--- src/isa_pkg.sv ---
// instruction set constants, opcode enum and opcode legality check shared by the pipeline stages
package isa_pkg;

    localparam int word_w   = 32;                   // data and address width
    localparam int opcode_w = 6;                    // top field of every instruction
    localparam int op_msb   = word_w - 1;           // opcode field upper bit
    localparam int op_lsb   = word_w - opcode_w;    // opcode field lower bit

    // all-zero word decodes as op_nop
    localparam logic [word_w-1:0] isa_nop = '0;     // bubble inserted on flush

    typedef enum logic [opcode_w-1:0] {
        op_nop    = 6'd0,                           // no operation
        op_alu    = 6'd1,                           // register-register alu
        op_addi   = 6'd2,                           // add immediate
        op_load   = 6'd3,                           // word load
        op_store  = 6'd4,                           // word store
        op_branch = 6'd5,                           // conditional branch, has delay slot
        op_jump   = 6'd6,                           // unconditional jump
        op_halt   = 6'd7                            // stop the core
    } opcode_e;

    // 1 when the field matches one of the opcode_e values
    function automatic logic opcode_legal(input logic [opcode_w-1:0] field);
        logic legal;
        case (field)
            op_nop,
            op_alu,
            op_addi,
            op_load,
            op_store,
            op_branch,
            op_jump,
            op_halt:
            begin
                legal = 1'b1;                       // known encoding
            end
            default:
            begin
                legal = 1'b0;                       // reserved encodings
            end
        endcase
        return legal;
    endfunction

endpackage

--- src/fetch_pkg.sv ---
// fetch stage sizes, reset pc, packet and memory write structs and skid buffer states
package fetch_pkg;

    localparam int mem_words  = 64;                          // instruction memory depth
    localparam int mem_aw     = $clog2(mem_words);           // word index width
    localparam int pc_idx_lsb = 2;                           // pc is word aligned

    localparam logic [isa_pkg::word_w-1:0] reset_pc = '0;    // first fetch address
    localparam logic [isa_pkg::word_w-1:0] pc_step  = 32'd4; // sequential increment

    // one fetched instruction with its address and predecode
    typedef struct packed {
        logic [isa_pkg::word_w-1:0] pc;                      // instruction address
        logic [isa_pkg::word_w-1:0] insn;                    // raw word
        isa_pkg::opcode_e           op;                      // top field as enum
        logic                       illegal;                 // opcode not in enum
    } fetch_pkt_t;

    // program load port of the instruction memory
    typedef struct packed {
        logic                       we;                      // write strobe
        logic [mem_aw-1:0]          addr;                    // word index
        logic [isa_pkg::word_w-1:0] data;                    // word to store
    } mem_wr_t;

    // occupancy of the skid buffer
    typedef enum logic [1:0] {
        st_empty = 2'd0,                                     // nothing held
        st_one   = 2'd1,                                     // head only
        st_two   = 2'd2                                      // head and second, stall
    } skid_state_e;

endpackage

--- src/insn_mem.sv ---
// instruction memory read by the fetch pc and loaded through a synchronous write port
`timescale 1ns/10ps

module insn_mem (
    input  logic                         clk,
    input  fetch_pkg::mem_wr_t           prog,      // load port
    input  logic [isa_pkg::word_w-1:0]   fetch_pc,  // byte address from if_reg
    output logic [isa_pkg::word_w-1:0]   rd_insn    // word at fetch_pc
);

    logic [isa_pkg::word_w-1:0] mem [fetch_pkg::mem_words];  // program storage
    logic [fetch_pkg::mem_aw-1:0] rd_idx;                    // word index of fetch_pc

    // bits above the index are ignored so the pc wraps over the array
    assign rd_idx = fetch_pc[fetch_pkg::pc_idx_lsb +: fetch_pkg::mem_aw];

    // async read, same cycle as the pc
    assign rd_insn = mem[rd_idx];

    // load at clock edge
    always_ff @(posedge clk)
    begin
        if (prog.we)
        begin
            mem[prog.addr] <= prog.data;                     // one word per cycle
        end
    end

endmodule

--- src/if_reg.sv ---
// pc generation and IF/ID pipeline register with stall, flush, delayed branch and predecode
`timescale 1ns/10ps

module if_reg (
    input  logic                         clk,
    input  logic                         rst_n,
    input  logic                         stall,     // back-pressure from skid buffer
    input  logic                         flush,     // exception or restart strobe
    input  logic [isa_pkg::word_w-1:0]   new_pc,    // flush target
    input  logic                         br_taken,  // branch strobe
    input  logic [isa_pkg::word_w-1:0]   br_addr,   // branch target
    input  logic [isa_pkg::word_w-1:0]   rd_insn,   // word at fetch_pc
    output logic [isa_pkg::word_w-1:0]   fetch_pc,  // address to memory
    output fetch_pkg::fetch_pkt_t        if_pkt,    // IF/ID register
    output logic                         if_valid   // if_pkt holds a real instruction
);

    logic [isa_pkg::word_w-1:0] pc_q;         // current fetch address
    logic                       pend_q;       // branch seen during stall
    logic [isa_pkg::word_w-1:0] pend_addr_q;  // its target
    logic                       redirect;     // take a branch target this advance
    logic [isa_pkg::word_w-1:0] redirect_pc;  // chosen branch target
    logic [isa_pkg::word_w-1:0] next_pc;      // pc after an advancing cycle
    isa_pkg::opcode_e           dec_op;       // predecoded opcode
    logic                       dec_illegal;  // opcode outside the enum
    fetch_pkg::fetch_pkt_t      cap_pkt;      // packet for the current pc

    assign fetch_pc = pc_q;

    // fresh strobe beats a stored one
    assign redirect    = br_taken || pend_q;
    assign redirect_pc = br_taken ? br_addr : pend_addr_q;
    assign next_pc     = redirect ? redirect_pc : pc_q + fetch_pkg::pc_step;

    // predecode of the top field
    assign dec_op      = isa_pkg::opcode_e'(rd_insn[isa_pkg::op_msb:isa_pkg::op_lsb]);
    assign dec_illegal = !isa_pkg::opcode_legal(rd_insn[isa_pkg::op_msb:isa_pkg::op_lsb]);

    always_comb
    begin
        cap_pkt.pc      = pc_q;         // address of this word
        cap_pkt.insn    = rd_insn;
        cap_pkt.op      = dec_op;
        cap_pkt.illegal = dec_illegal;
    end

    // pc, IF/ID register and pending flag
    always_ff @(posedge clk or negedge rst_n)
    begin
        if (!rst_n)
        begin
            pc_q     <= fetch_pkg::reset_pc;
            if_pkt   <= '{pc: fetch_pkg::reset_pc, insn: isa_pkg::isa_nop,
                          op: isa_pkg::op_nop, illegal: 1'b0};
            if_valid <= 1'b0;
            pend_q   <= 1'b0;
        end
        else if (flush)
        begin
            // acts even while stalled, fetch in progress becomes a bubble
            pc_q     <= new_pc;
            if_pkt   <= '{pc: new_pc, insn: isa_pkg::isa_nop,
                          op: isa_pkg::op_nop, illegal: 1'b0};
            if_valid <= 1'b0;
            pend_q   <= 1'b0;   // stored branch dies with the flush
        end
        else if (!stall)
        begin
            pc_q     <= next_pc;   // target or pc+4
            if_pkt   <= cap_pkt;   // delay slot when redirecting
            if_valid <= 1'b1;
            pend_q   <= 1'b0;      // pending target consumed
        end
        else if (br_taken)
        begin
            pend_q   <= 1'b1;      // keep branch until stall drops
        end
    end

    // target of a branch that arrived while stalled
    always_ff @(posedge clk)
    begin
        if (stall && br_taken)
        begin
            pend_addr_q <= br_addr;   // latest strobe wins
        end
    end

endmodule

--- src/if_skid.sv ---
// two-entry skid buffer turning the IF register output into a valid/ready stream with stall
`timescale 1ns/10ps

module if_skid (
    input  logic                   clk,
    input  logic                   rst_n,
    input  logic                   flush,      // drop everything buffered
    input  fetch_pkg::fetch_pkt_t  in_pkt,     // from IF/ID register
    input  logic                   in_valid,
    output logic                   stall,      // holds the IF register
    output fetch_pkg::fetch_pkt_t  out_pkt,    // to decode
    output logic                   out_valid,
    input  logic                   out_ready
);

    fetch_pkg::skid_state_e state_q;    // occupancy
    fetch_pkg::skid_state_e state_d;
    fetch_pkg::fetch_pkt_t  head_q;     // drives the output
    fetch_pkg::fetch_pkt_t  second_q;   // packet in flight when decode stops
    logic                   push;       // if_reg advances into the buffer
    logic                   pop;        // decode takes the head

    // IF register only advances when not stalled, so each packet is pushed once
    assign push = in_valid && !stall;
    assign pop  = out_valid && out_ready;

    assign out_valid = (state_q != fetch_pkg::st_empty);
    assign stall     = (state_q == fetch_pkg::st_two);   // full, stop fetch
    assign out_pkt   = head_q;

    // occupancy FSM
    always_comb
    begin
        state_d = state_q;
        case (state_q)
            fetch_pkg::st_empty:
            begin
                if (push)
                    state_d = fetch_pkg::st_one;
            end
            fetch_pkg::st_one:
            begin
                if (push && !pop)
                    state_d = fetch_pkg::st_two;    // consumer stopped
                else if (!push && pop)
                    state_d = fetch_pkg::st_empty;
            end
            fetch_pkg::st_two:
            begin
                if (pop)
                    state_d = fetch_pkg::st_one;    // second moves up
            end
            default:
            begin
                state_d = fetch_pkg::st_empty;
            end
        endcase
    end

    always_ff @(posedge clk or negedge rst_n)
    begin
        if (!rst_n)
            state_q <= fetch_pkg::st_empty;
        else if (flush)
            state_q <= fetch_pkg::st_empty;     // same edge as the flush
        else
            state_q <= state_d;
    end

    // data path, head only changes on pop or when empty
    always_ff @(posedge clk)
    begin
        if ((state_q == fetch_pkg::st_empty && push) ||
            (state_q == fetch_pkg::st_one && push && pop))
            head_q <= in_pkt;                   // straight to head
        else if (state_q == fetch_pkg::st_two && pop)
            head_q <= second_q;
        if (state_q == fetch_pkg::st_one && push && !pop)
            second_q <= in_pkt;                 // absorb in-flight packet
    end

endmodule

--- src/fetch_stage.sv ---
// fetch stage top joining instruction memory, IF/ID register and skid buffer
`timescale 1ns/10ps

module fetch_stage (
    input  logic                         clk,
    input  logic                         rst_n,
    input  fetch_pkg::mem_wr_t           prog,       // memory load port
    input  logic                         br_taken,   // branch strobe
    input  logic [isa_pkg::word_w-1:0]   br_addr,
    input  logic                         flush,      // flush strobe
    input  logic [isa_pkg::word_w-1:0]   new_pc,
    output fetch_pkg::fetch_pkt_t        out_pkt,    // stream to decode
    output logic                         out_valid,
    input  logic                         out_ready
);

    logic [isa_pkg::word_w-1:0] fetch_pc;   // if_reg to memory
    logic [isa_pkg::word_w-1:0] rd_insn;    // memory to if_reg, same cycle
    fetch_pkg::fetch_pkt_t      if_pkt;     // IF/ID register contents
    logic                       if_valid;
    logic                       stall;      // buffer full

    insn_mem i_mem (
        .clk      (clk),
        .prog     (prog),
        .fetch_pc (fetch_pc),
        .rd_insn  (rd_insn)
    );

    if_reg i_if_reg (
        .clk      (clk),
        .rst_n    (rst_n),
        .stall    (stall),
        .flush    (flush),
        .new_pc   (new_pc),
        .br_taken (br_taken),
        .br_addr  (br_addr),
        .rd_insn  (rd_insn),
        .fetch_pc (fetch_pc),
        .if_pkt   (if_pkt),
        .if_valid (if_valid)
    );

    if_skid i_skid (
        .clk       (clk),
        .rst_n     (rst_n),
        .flush     (flush),
        .in_pkt    (if_pkt),
        .in_valid  (if_valid),
        .stall     (stall),
        .out_pkt   (out_pkt),
        .out_valid (out_valid),
        .out_ready (out_ready)
    );

endmodule

--- config.mk ---
export PLATFORM = sky130hd
export DESIGN_NAME = fetch_stage
export DESIGN_NICKNAME = d
export VERILOG_FILES = /design/src/isa_pkg.sv /design/src/fetch_pkg.sv /design/src/insn_mem.sv /design/src/if_reg.sv /design/src/if_skid.sv /design/src/fetch_stage.sv
export SDC_FILE = /design/constraint.sdc
export NUM_CORES = 2
export LEC_CHECK = 0
export BUFFER_PORTS_ARGS = -buffer_cell sky130_fd_sc_hd__buf_4
export CAP_MARGIN = 20
export CORE_ASPECT_RATIO = 1.2
export CORE_MARGIN = 1
export CORE_UTILIZATION = 35
export DETAILED_ROUTE_END_ITERATION = 8
export HOLD_SLACK_MARGIN = 0.12
export PLACE_DENSITY_LB_ADDON = 0.3
export RECOVER_POWER = 25
export SETUP_SLACK_MARGIN = 0.05
export SLEW_MARGIN = 15
export SYNTH_ARGS = -nofsm -noshare
export SYNTH_HDL_FRONTEND = slang
export SYNTH_SLANG_ARGS = --single-unit
--- constraint.sdc ---
create_clock -name clk -period 12.1 [get_ports clk]
set_input_delay 0 -clock clk [delete_from_list [all_inputs] [get_ports clk]]
set_output_delay 0 -clock clk [all_outputs]
set_load 0.03 [all_outputs]
=== Yosys cells after proc, flatten, opt, wreduce, memory -nomap -nowiden ===
Memory sizes are Yosys's and may differ from the RTL's.
Index checks and enable logic that the tools add are counted.
W data, S select, Z words.

* Add/sub/neg operators: 1
* Equal/unequal tests: 7
* Mux-type cells: 22
* Reduce and logical (&&, ||, !) cells: 21

{| class="wikitable"
|+ Operators by type and width
! kind !! number
|-
| $mux W71 || 4
|-
| $mux W32 || 4
|-
| $add A32 B3 Y32 const B || 1
|-
| $logic_and A1 B1 Y1 || 10
|-
| $mux W2 || 5
|-
| $mux W1 || 8
|-
| $ne A3 B2 Y1 const B || 2
|-
| $pmux W2 S3 || 1
|-
| $logic_not A1 Y1 || 4
|-
| $ne A4 B2 Y1 const B || 1
|-
| $reduce_bool A2 Y1 || 2
|-
| $logic_not A3 Y1 || 1
|-
| $ne A3 B3 Y1 const B || 1
|-
| $reduce_and A3 Y1 || 1
|-
| $eq A2 B1 Y1 const B || 1
|-
| $eq A2 B2 Y1 const B || 1
|-
| $logic_not A2 Y1 || 1
|-
| $logic_or A1 B1 Y1 || 2
|-
| $ne A2 B2 Y1 const B || 1
|}

* Bits in registers: 281
* Bits in writable memories: 2048
* Input bits: 108
* Output and inout port bits: 72
* Word-level logic and storage cells: 69
* Memories: 1

{| class="wikitable"
|+ Memory list
! name !! depth !! bits a word !! read ports !! clocked after memory_dff !! wr ports !! line !! RTL
|-
| i_mem.mem || 64 || 32 || 1 || 0 || 1 || insn_mem.sv:11 || <nowiki>logic [isa_pkg::word_w-1:0] mem [fetch_pkg::mem_words];</nowiki>
|}

=== Logic depth before layout (Yosys ltp) ===
* Depth after elaboration: 9
* Depth in mapped cells: 11
* Depth with buffers taken out: 7

=== Cells and area by module ===
Synthesis repeated with hierarchy kept, for this count alone.

* Cell total of the unflattened synthesis: 4114
* Area, all modules: 89754.8 um^2

{| class="wikitable"
|+ By module, submodules not included
! module !! instances !! cells each !! area each (um^2) !! sequential area each (um^2)
|-
| insn_mem || 1 || 3292 || 77874.7 || 61499.0
|-
| if_reg || 1 || 588 || 6349.8 || 3438.3
|-
| if_skid || 1 || 234 || 5530.3 || 4314.1
|}

=== Least setup slack after synthesis ===
Ideal clock, no wire load.

* Kind: reg-to-reg
* Start point: register i_skid.state_q[0]
* End point: register i_skid.second_q[0] (netlist name) (enable)
* Library setup time: 0.581 ns
* Arrival: 5.236 ns
* Data required time: 11.519 ns
* Path slack: 6.283 ns
* Stages on the path, launching flop included: 3
* Buffers on the path: 0
* Clock period less this slack: 5.817 ns
* Path through: dfrtp_1 -> nand2b_1 -> nor3b_1

* Word-level cells in the longest chain between the ends: 5
* Elaborated cells on any way between the ends: 9
* Classes of those cells: eq/ne (2); reduce/logical (7)

{| class="wikitable"
|+ RTL lines
! element !! line !! RTL
|-
| start: declaration || if_skid.sv:16 || <nowiki>fetch_pkg::skid_state_e state_q;</nowiki>
|-
| start signal: assignment || if_skid.sv:63 || <nowiki>state_q <= fetch_pkg::st_empty;</nowiki>
|-
| start signal: assignment || if_skid.sv:65 || <nowiki>state_q <= fetch_pkg::st_empty;</nowiki>
|-
| start signal: assignment || if_skid.sv:67 || <nowiki>state_q <= state_d;</nowiki>
|-
| $eq A2 B2 Y1 || if_skid.sv:28 || <nowiki>assign stall = (state_q == fetch_pkg::st_two);</nowiki>
|-
| $logic_not A1 Y1 || - ||
|-
| $logic_and A1 B1 Y1 || if_skid.sv:24 || <nowiki>assign push = in_valid && !stall;</nowiki>
|-
| $logic_and A1 B1 Y1 || if_skid.sv:78 || <nowiki>if (state_q == fetch_pkg::st_one && push && !pop)</nowiki>
|-
| $logic_and A1 B1 Y1 * || if_skid.sv:78 ||
|-
| end signal: assignment || if_skid.sv:79 || <nowiki>second_q <= in_pkt;</nowiki>
|-
| end: declaration || if_skid.sv:19 || <nowiki>fetch_pkg::fetch_pkt_t second_q;</nowiki>
|}

Mark *: on every way between the ends. The rest lies on a longest branch, timed or not.
A chain may end at the register's enable or synchronous reset.

=== Worst setup path after layout ===
* Start point: register i_if_reg.pc_q, in the netlist i_if_reg.fetch_pc[2]
* End point: register i_if_reg.if_pkt[23] (netlist name)

* Word-level cells in the longest chain between the ends: 3

{| class="wikitable"
|+ RTL lines
! element !! line !! RTL
|-
| start: declaration || if_reg.sv:18 || <nowiki>logic [isa_pkg::word_w-1:0] pc_q;</nowiki>
|-
| start signal: assignment || if_reg.sv:52 || <nowiki>pc_q <= fetch_pkg::reset_pc;</nowiki>
|-
| start signal: assignment || if_reg.sv:61 || <nowiki>pc_q <= new_pc;</nowiki>
|-
| start signal: assignment || if_reg.sv:69 || <nowiki>pc_q <= next_pc;</nowiki>
|-
| $mem_v2 Z64 W32 || - ||
|-
| $mux W71 || if_reg.sv:67 || <nowiki>else if (!stall)</nowiki>
|-
| $mux W71 || if_reg.sv:58 || <nowiki>else if (flush)</nowiki>
|}

Every way passes these cells. The select of a mux whose other input is x is not followed.

==> report_table.html <==
<table>
<tr><th>Metric</th><th>Value</th></tr>
<tr><th colspan="2">Status</th></tr>
<tr><td>Outcome</td><td>complete, but fails checks</td></tr>
<tr><td>Violated checks</td><td>max-capacitance violations, max-slew violations</td></tr>
<tr><th colspan="2">Placement</th></tr>
<tr><td>GP Congestion</td><td>0.7801</td></tr>
<tr><td>Number of buffer cells added on primary ports</td><td>179</td></tr>
<tr><td>HPWL after DPL</td><td>130.3 mm</td></tr>
<tr><td>Placed Instances</td><td>7611</td></tr>
<tr><td>Pre-CTS setup slack</td><td>6.647 ns</td></tr>
<tr><th colspan="2">Finish</th></tr>
<tr><td>Layout-stage area growth over the synthesis result</td><td>16.64%</td></tr>
<tr><td>Layout Nets</td><td>4782</td></tr>
<tr><td>Count of non-filler cells in the finished layout</td><td>8244</td></tr>
<tr><td>Leading cell type in the layout, fill and taps excluded</td><td>sky130_fd_sc_hd__edfxtp_1</td></tr>
<tr><td>Leading cell types in the layout, fill and taps excluded</td><td>sky130_fd_sc_hd__edfxtp_1, sky130_fd_sc_hd__mux4_2, sky130_fd_sc_hd__buf_4</td></tr>
<tr><td>Share of layout cells above drive strength 1</td><td>26.03%</td></tr>
<tr><th colspan="2">CTS</th></tr>
<tr><td>Sinks on Clock Net</td><td>2311</td></tr>
<tr><td># H-tree levels</td><td>4</td></tr>
<tr><td>TritonCTS clock tree</td><td>done</td></tr>
<tr><td>Clock buffers created by TritonCTS</td><td>225</td></tr>
<tr><td>Clock tree root buffer cell</td><td>sky130_fd_sc_hd__clkbuf_16</td></tr>
<tr><td>Clock transition at the register clock pins on the worst setup and hold paths after CTS</td><td>0.06 ns</td></tr>
<tr><td>Clk_lat worst skew</td><td>0.89 ns</td></tr>
<tr><td>Maximum clock insertion buffer count</td><td>3</td></tr>
<tr><th colspan="2">Detailed routing</th></tr>
<tr><td>Wire length on met2</td><td>121.1 mm</td></tr>
<tr><td>Routed via count</td><td>45300</td></tr>
<tr><td>Drt drc</td><td>0</td></tr>
<tr><td>Number of violations reported at the end of detailed-routing iteration 0</td><td>5590</td></tr>
<tr><td>Total iterations of the first detailed-routing run</td><td>5</td></tr>
<tr><td>Total length of routed wires</td><td>249.6 mm</td></tr>
<tr><td>Post-Route M1 WL</td><td>102.5 mm</td></tr>
<tr><td>Highest Signal Layer</td><td>met5</td></tr>
<tr><td>Post-DR vias/cell</td><td>5.495</td></tr>
<tr><td>Routed Antenna Nets</td><td>0</td></tr>
<tr><td>WL met3</td><td>17.50 mm</td></tr>
<tr><td>Routed length per instance</td><td>30.27 um</td></tr>
<tr><th colspan="2">Global route</th></tr>
<tr><td>Global-route wire length before repair</td><td>351.3 mm</td></tr>
<tr><td>Global Route Usage Sum</td><td>19.22%</td></tr>
<tr><td>Number of global-route vias before repair</td><td>46530</td></tr>
<tr><td>Initial antenna violation count</td><td>22</td></tr>
<tr><td>Maximum number of pins on one net before global-route repair</td><td>138</td></tr>
<tr><td>Overflow left after global routing</td><td>0</td></tr>
<tr><th colspan="2">Timing</th></tr>
<tr><td>Least-Margin Pin Slew</td><td>3.172 ns</td></tr>
<tr><td>Layout Skew</td><td>0.04853 ns</td></tr>
<tr><td>RSZ-0062 raised after global routing</td><td>no</td></tr>
<tr><td>Final worst path period share</td><td>43.50%</td></tr>
<tr><td>Minimum clock period</td><td>5.263 ns</td></tr>
<tr><td>Setup TNS</td><td>0 ns</td></tr>
<tr><td>Total of endpoints with negative setup slack in the final report</td><td>0</td></tr>
<tr><td>Min setup slack post-route</td><td>6.837 ns</td></tr>
<tr><td>Hold Fails Final Rpt</td><td>0</td></tr>
<tr><td>Max_slew headroom</td><td>-111.5%</td></tr>
<tr><td>Peak clock frequency supported by timing</td><td>190.0 MHz</td></tr>
<tr><td>Slew Limit Fails</td><td>1755</td></tr>
<tr><th colspan="2">Min path</th></tr>
<tr><td>Min-delay src</td><td>prog[35]</td></tr>
<tr><td>Class of the most critical hold timing path</td><td>in -&gt; reg</td></tr>
<tr><td>Hold Path Depth</td><td>3</td></tr>
<tr><th colspan="2">Power and ir drop</th></tr>
<tr><td>Total net switching power</td><td>0.004075 W</td></tr>
<tr><td>Leakage</td><td>33.43 nW</td></tr>
<tr><td>Power per cell area</td><td>168.1 nW/um^2</td></tr>
<tr><td>Power consumption</td><td>0.01754 W</td></tr>
<tr><td>Cell-internal power</td><td>0.01347 W</td></tr>
<tr><td>Sequential share of power</td><td>51.6%</td></tr>
<tr><td>Worst IR drop on VDD</td><td>0.0001240 V</td></tr>
<tr><td>Combinational Power Share</td><td>8.8%</td></tr>
<tr><td>Clock Power Share</td><td>39.7%</td></tr>
<tr><td>Switching share of power</td><td>23.23%</td></tr>
<tr><th colspan="2">Job</th></tr>
<tr><td>Count of max-cap constraint violations</td><td>27</td></tr>
<tr><th colspan="2">Synthesis</th></tr>
<tr><td>Syn_area_per_cell</td><td>21.36 um^2</td></tr>
<tr><td>Post-synthesis sequential element count</td><td>2311</td></tr>
<tr><td>Library cells used by synthesis</td><td>69</td></tr>
<tr><td>Syn nets</td><td>4299</td></tr>
<tr><td>Synth top area share</td><td>74.18%</td></tr>
<tr><td>Synthesized-area fraction occupied by adder cells</td><td>0.02797%</td></tr>
<tr><td>Cell Area, Synth</td><td>89470 um^2</td></tr>
<tr><td>Synthesis Warnings</td><td>0</td></tr>
<tr><td>Synth area leaders</td><td>sky130_fd_sc_hd__edfxtp_1, sky130_fd_sc_hd__mux4_2, sky130_fd_sc_hd__dfrtp_1, sky130_fd_sc_hd__mux2i_1, sky130_fd_sc_hd__mux2_2</td></tr>
<tr><td>Proportion of synthesized flip-flops having asynchronous set or reset</td><td>4.370%</td></tr>
<tr><td>Dominant cell type by area after synthesis</td><td>sky130_fd_sc_hd__edfxtp_1</td></tr>
<tr><td>Cell count after synthesis</td><td>4189</td></tr>
<tr><td>Sequential share of the synthesized area</td><td>77.00%</td></tr>
<tr><td>Fraction of the mapped netlist area in simple logic gates</td><td>2.033%</td></tr>
<tr><td>Combinational family with the most area after synthesis</td><td>multiplexers</td></tr>
<tr><td>Multiplexer fraction of the synthesized cell area</td><td>16.11%</td></tr>
<tr><td>Main synth FF type</td><td>sky130_fd_sc_hd__edfxtp_1</td></tr>
<tr><td>EDFF count, synth</td><td>2210</td></tr>
<tr><td>Xor and xnor area share after synthesis</td><td>0.1762%</td></tr>
<tr><td>Synthesized-area fraction occupied by ao, oa, aoi and oai cells</td><td>2.980%</td></tr>
<tr><th colspan="2">Die</th></tr>
<tr><td>Total core area</td><td>253200 um^2</td></tr>
<tr><td>Rows</td><td>202</td></tr>
<tr><td>Floorplan die width</td><td>463.5 um</td></tr>
<tr><td>Number of primary I/O pins</td><td>180</td></tr>
<tr><td>Starting utilization of the core area</td><td>35.33%</td></tr>
<tr><td>Die Span Y</td><td>555.8 um</td></tr>
<tr><td>Area enclosed by the die boundary</td><td>257700 um^2</td></tr>
<tr><th colspan="2">Critical path</th></tr>
<tr><td>Crit path max fanout</td><td>94</td></tr>
<tr><td>Crit path buf inv count</td><td>3</td></tr>
<tr><td>Launching element of the worst setup path</td><td>i_if_reg.fetch_pc[2]$_DFFE_PN0N_</td></tr>
<tr><td>RR Startpoint</td><td>i_if_reg.fetch_pc[2]$_DFFE_PN0N_</td></tr>
<tr><td>Type of the setup path with the least slack</td><td>reg -&gt; reg</td></tr>
<tr><td>Longest individual stage delay on the worst path</td><td>0.87 ns</td></tr>
<tr><td>Worst reg-to-reg path cell count</td><td>7</td></tr>
<tr><td>R2R setup slack</td><td>6.84 ns</td></tr>
<tr><td>Kind of end point of the critical path</td><td>flip-flop</td></tr>
<tr><td>Type of element launching the critical path</td><td>flip-flop</td></tr>
<tr><td>Worst endpoint data arrival time</td><td>5.98 ns</td></tr>
<tr><td>Cell with the biggest individual delay on the critical path</td><td>sky130_fd_sc_hd__buf_4</td></tr>
<tr><td>Family of cells with the greatest summed delay on the critical path</td><td>buffers and inverters</td></tr>
<tr><td>Path length in cells of the critical path</td><td>7</td></tr>
<tr><td>Req. time, crit path</td><td>12.81 ns</td></tr>
<tr><td>Cell-by-cell trace of the critical path</td><td>buf_4 -&gt; buf_12 -&gt; buf_4 -&gt; mux4_2 -&gt; mux4_2 -&gt; mux2i_1 -&gt; o21ai_0</td></tr>
</table>
sequential cells by signal, indices dropped and copies added, names as in the netlist:
signal                flops
i_if_reg.if_valid         1
i_if_reg.pend_addr_q     32
i_skid.state_q            2
i_if_reg.pend_q           1
i_mem.mem              2048
i_if_reg.fetch_pc        32
i_skid.out_pkt           65
i_if_reg.if_pkt          65
i_skid.second_q          65
repair_timing:
action,CTS,global route
hold buffers,200,0
resized for setup,0,0
hold endpoints to repair,2505,0
setup buffers,0,0
synth_stat cells (10+ instances only):
cell type and n:
sky130_fd_sc_hd__edfxtp_1 2210, sky130_fd_sc_hd__mux4_2 508, sky130_fd_sc_hd__mux2i_1 206, sky130_fd_sc_hd__nand2_1 149, sky130_fd_sc_hd__nor2_1 122, sky130_fd_sc_hd__o21ai_0 113, sky130_fd_sc_hd__dfrtp_1 101, sky130_fd_sc_hd__clkbuf_1 98
sky130_fd_sc_hd__a21oi_1 88, sky130_fd_sc_hd__mux2_2 69, sky130_fd_sc_hd__buf_2 66, sky130_fd_sc_hd__a31oi_1 28, sky130_fd_sc_hd__o221ai_1 28, sky130_fd_sc_hd__a221oi_1 27, sky130_fd_sc_hd__nor3_1 27, sky130_fd_sc_hd__o22ai_1 27
sky130_fd_sc_hd__buf_4 25, sky130_fd_sc_hd__buf_6 25, sky130_fd_sc_hd__nand3_1 23, sky130_fd_sc_hd__a22oi_1 21, sky130_fd_sc_hd__a211oi_1 19, sky130_fd_sc_hd__o211ai_1 16, sky130_fd_sc_hd__buf_8 13, sky130_fd_sc_hd__and2_1 12
sky130_fd_sc_hd__nand4_1 12, sky130_fd_sc_hd__a32oi_1 11, sky130_fd_sc_hd__buf_1 11, sky130_fd_sc_hd__nor2b_1 10, sky130_fd_sc_hd__xor2_1 10
power by group through the flow:
stage               clock [W]  sequential, W  combinational [W]
finish                0.00696        0.00905            0.00154
CTS                   0.00707        0.00904            0.00156
global placement            0        0.00920            0.00149
detailed placement          0        0.00921            0.00150
global route          0.00734        0.00906            0.00163
floorplan                   0        0.00917           0.000927
kinds of logic after synthesis:
logic type,Yosys count
xor gates and xnor gates,18
AOI/OAI and AO/OA,414
DFF,2311
and+or+nand+nor,403
buffers and inverters,253
adders and majority gates,2
muxes,788
per-layer routing:
layer  vias up  GRT usage (%)
li1      18500              -
met1     24560          25.97
met2      1855          31.28
met3       369          3.373
met4        12          6.681
met5         -              0
final cells by class:
class | instances | area, um^2
Multi-Input combinational cell | 1625 | 19610
Fill cell | 22110 | 148900
Clock inverter | 122 | 1176
Sequential cell | 2311 | 68910
Timing Repair Buffer | 497 | 4235
Inverter | 12 | 52.55
Tap cell | 3366 | 4212
Antenna cell | 7 | 17.52
Clock buffer | 304 | 6142
worst reg2reg max path, cell delays in order (launching register included):
cell and delay (ns):
sky130_fd_sc_hd__dfrtp_4 0.84, sky130_fd_sc_hd__buf_4 0.74, sky130_fd_sc_hd__buf_12 0.70, sky130_fd_sc_hd__buf_4 1.00, sky130_fd_sc_hd__mux4_2 0.67, sky130_fd_sc_hd__mux4_2 0.50, sky130_fd_sc_hd__mux2i_1 0.50, sky130_fd_sc_hd__o21ai_0 0.15
through the flow:
step	utilization (%)	hold WS [ns]	instance area, um^2
after detailed placement	37.55	0.1061	95100
after floorplan	-	-0.2956	89470
after global routing	41.20	0.1885	104300
after global placement	37.55	0.09338	95090
final	41.20	0.1738	104400
after CTS	41.24	0.1260	104400
final timing paths:
kind	end
worst max-delay path	i_if_reg.if_pkt[23]$_DFFE_PN0N_
worst min-delay path	i_mem.mem[18][3]$_DFFE_PP_
worst max register to register	i_if_reg.if_pkt[23]$_DFFE_PN0N_
worst min register to register	i_skid.second_q[28]$_DFFE_PP_
max in group asynchronous	i_if_reg.fetch_pc[2]$_DFFE_PN0N_
min in group asynchronous	i_if_reg.if_pkt[40]$_DFFE_PN0N_
Note: power is estimated with default switching activity, not from simulation.
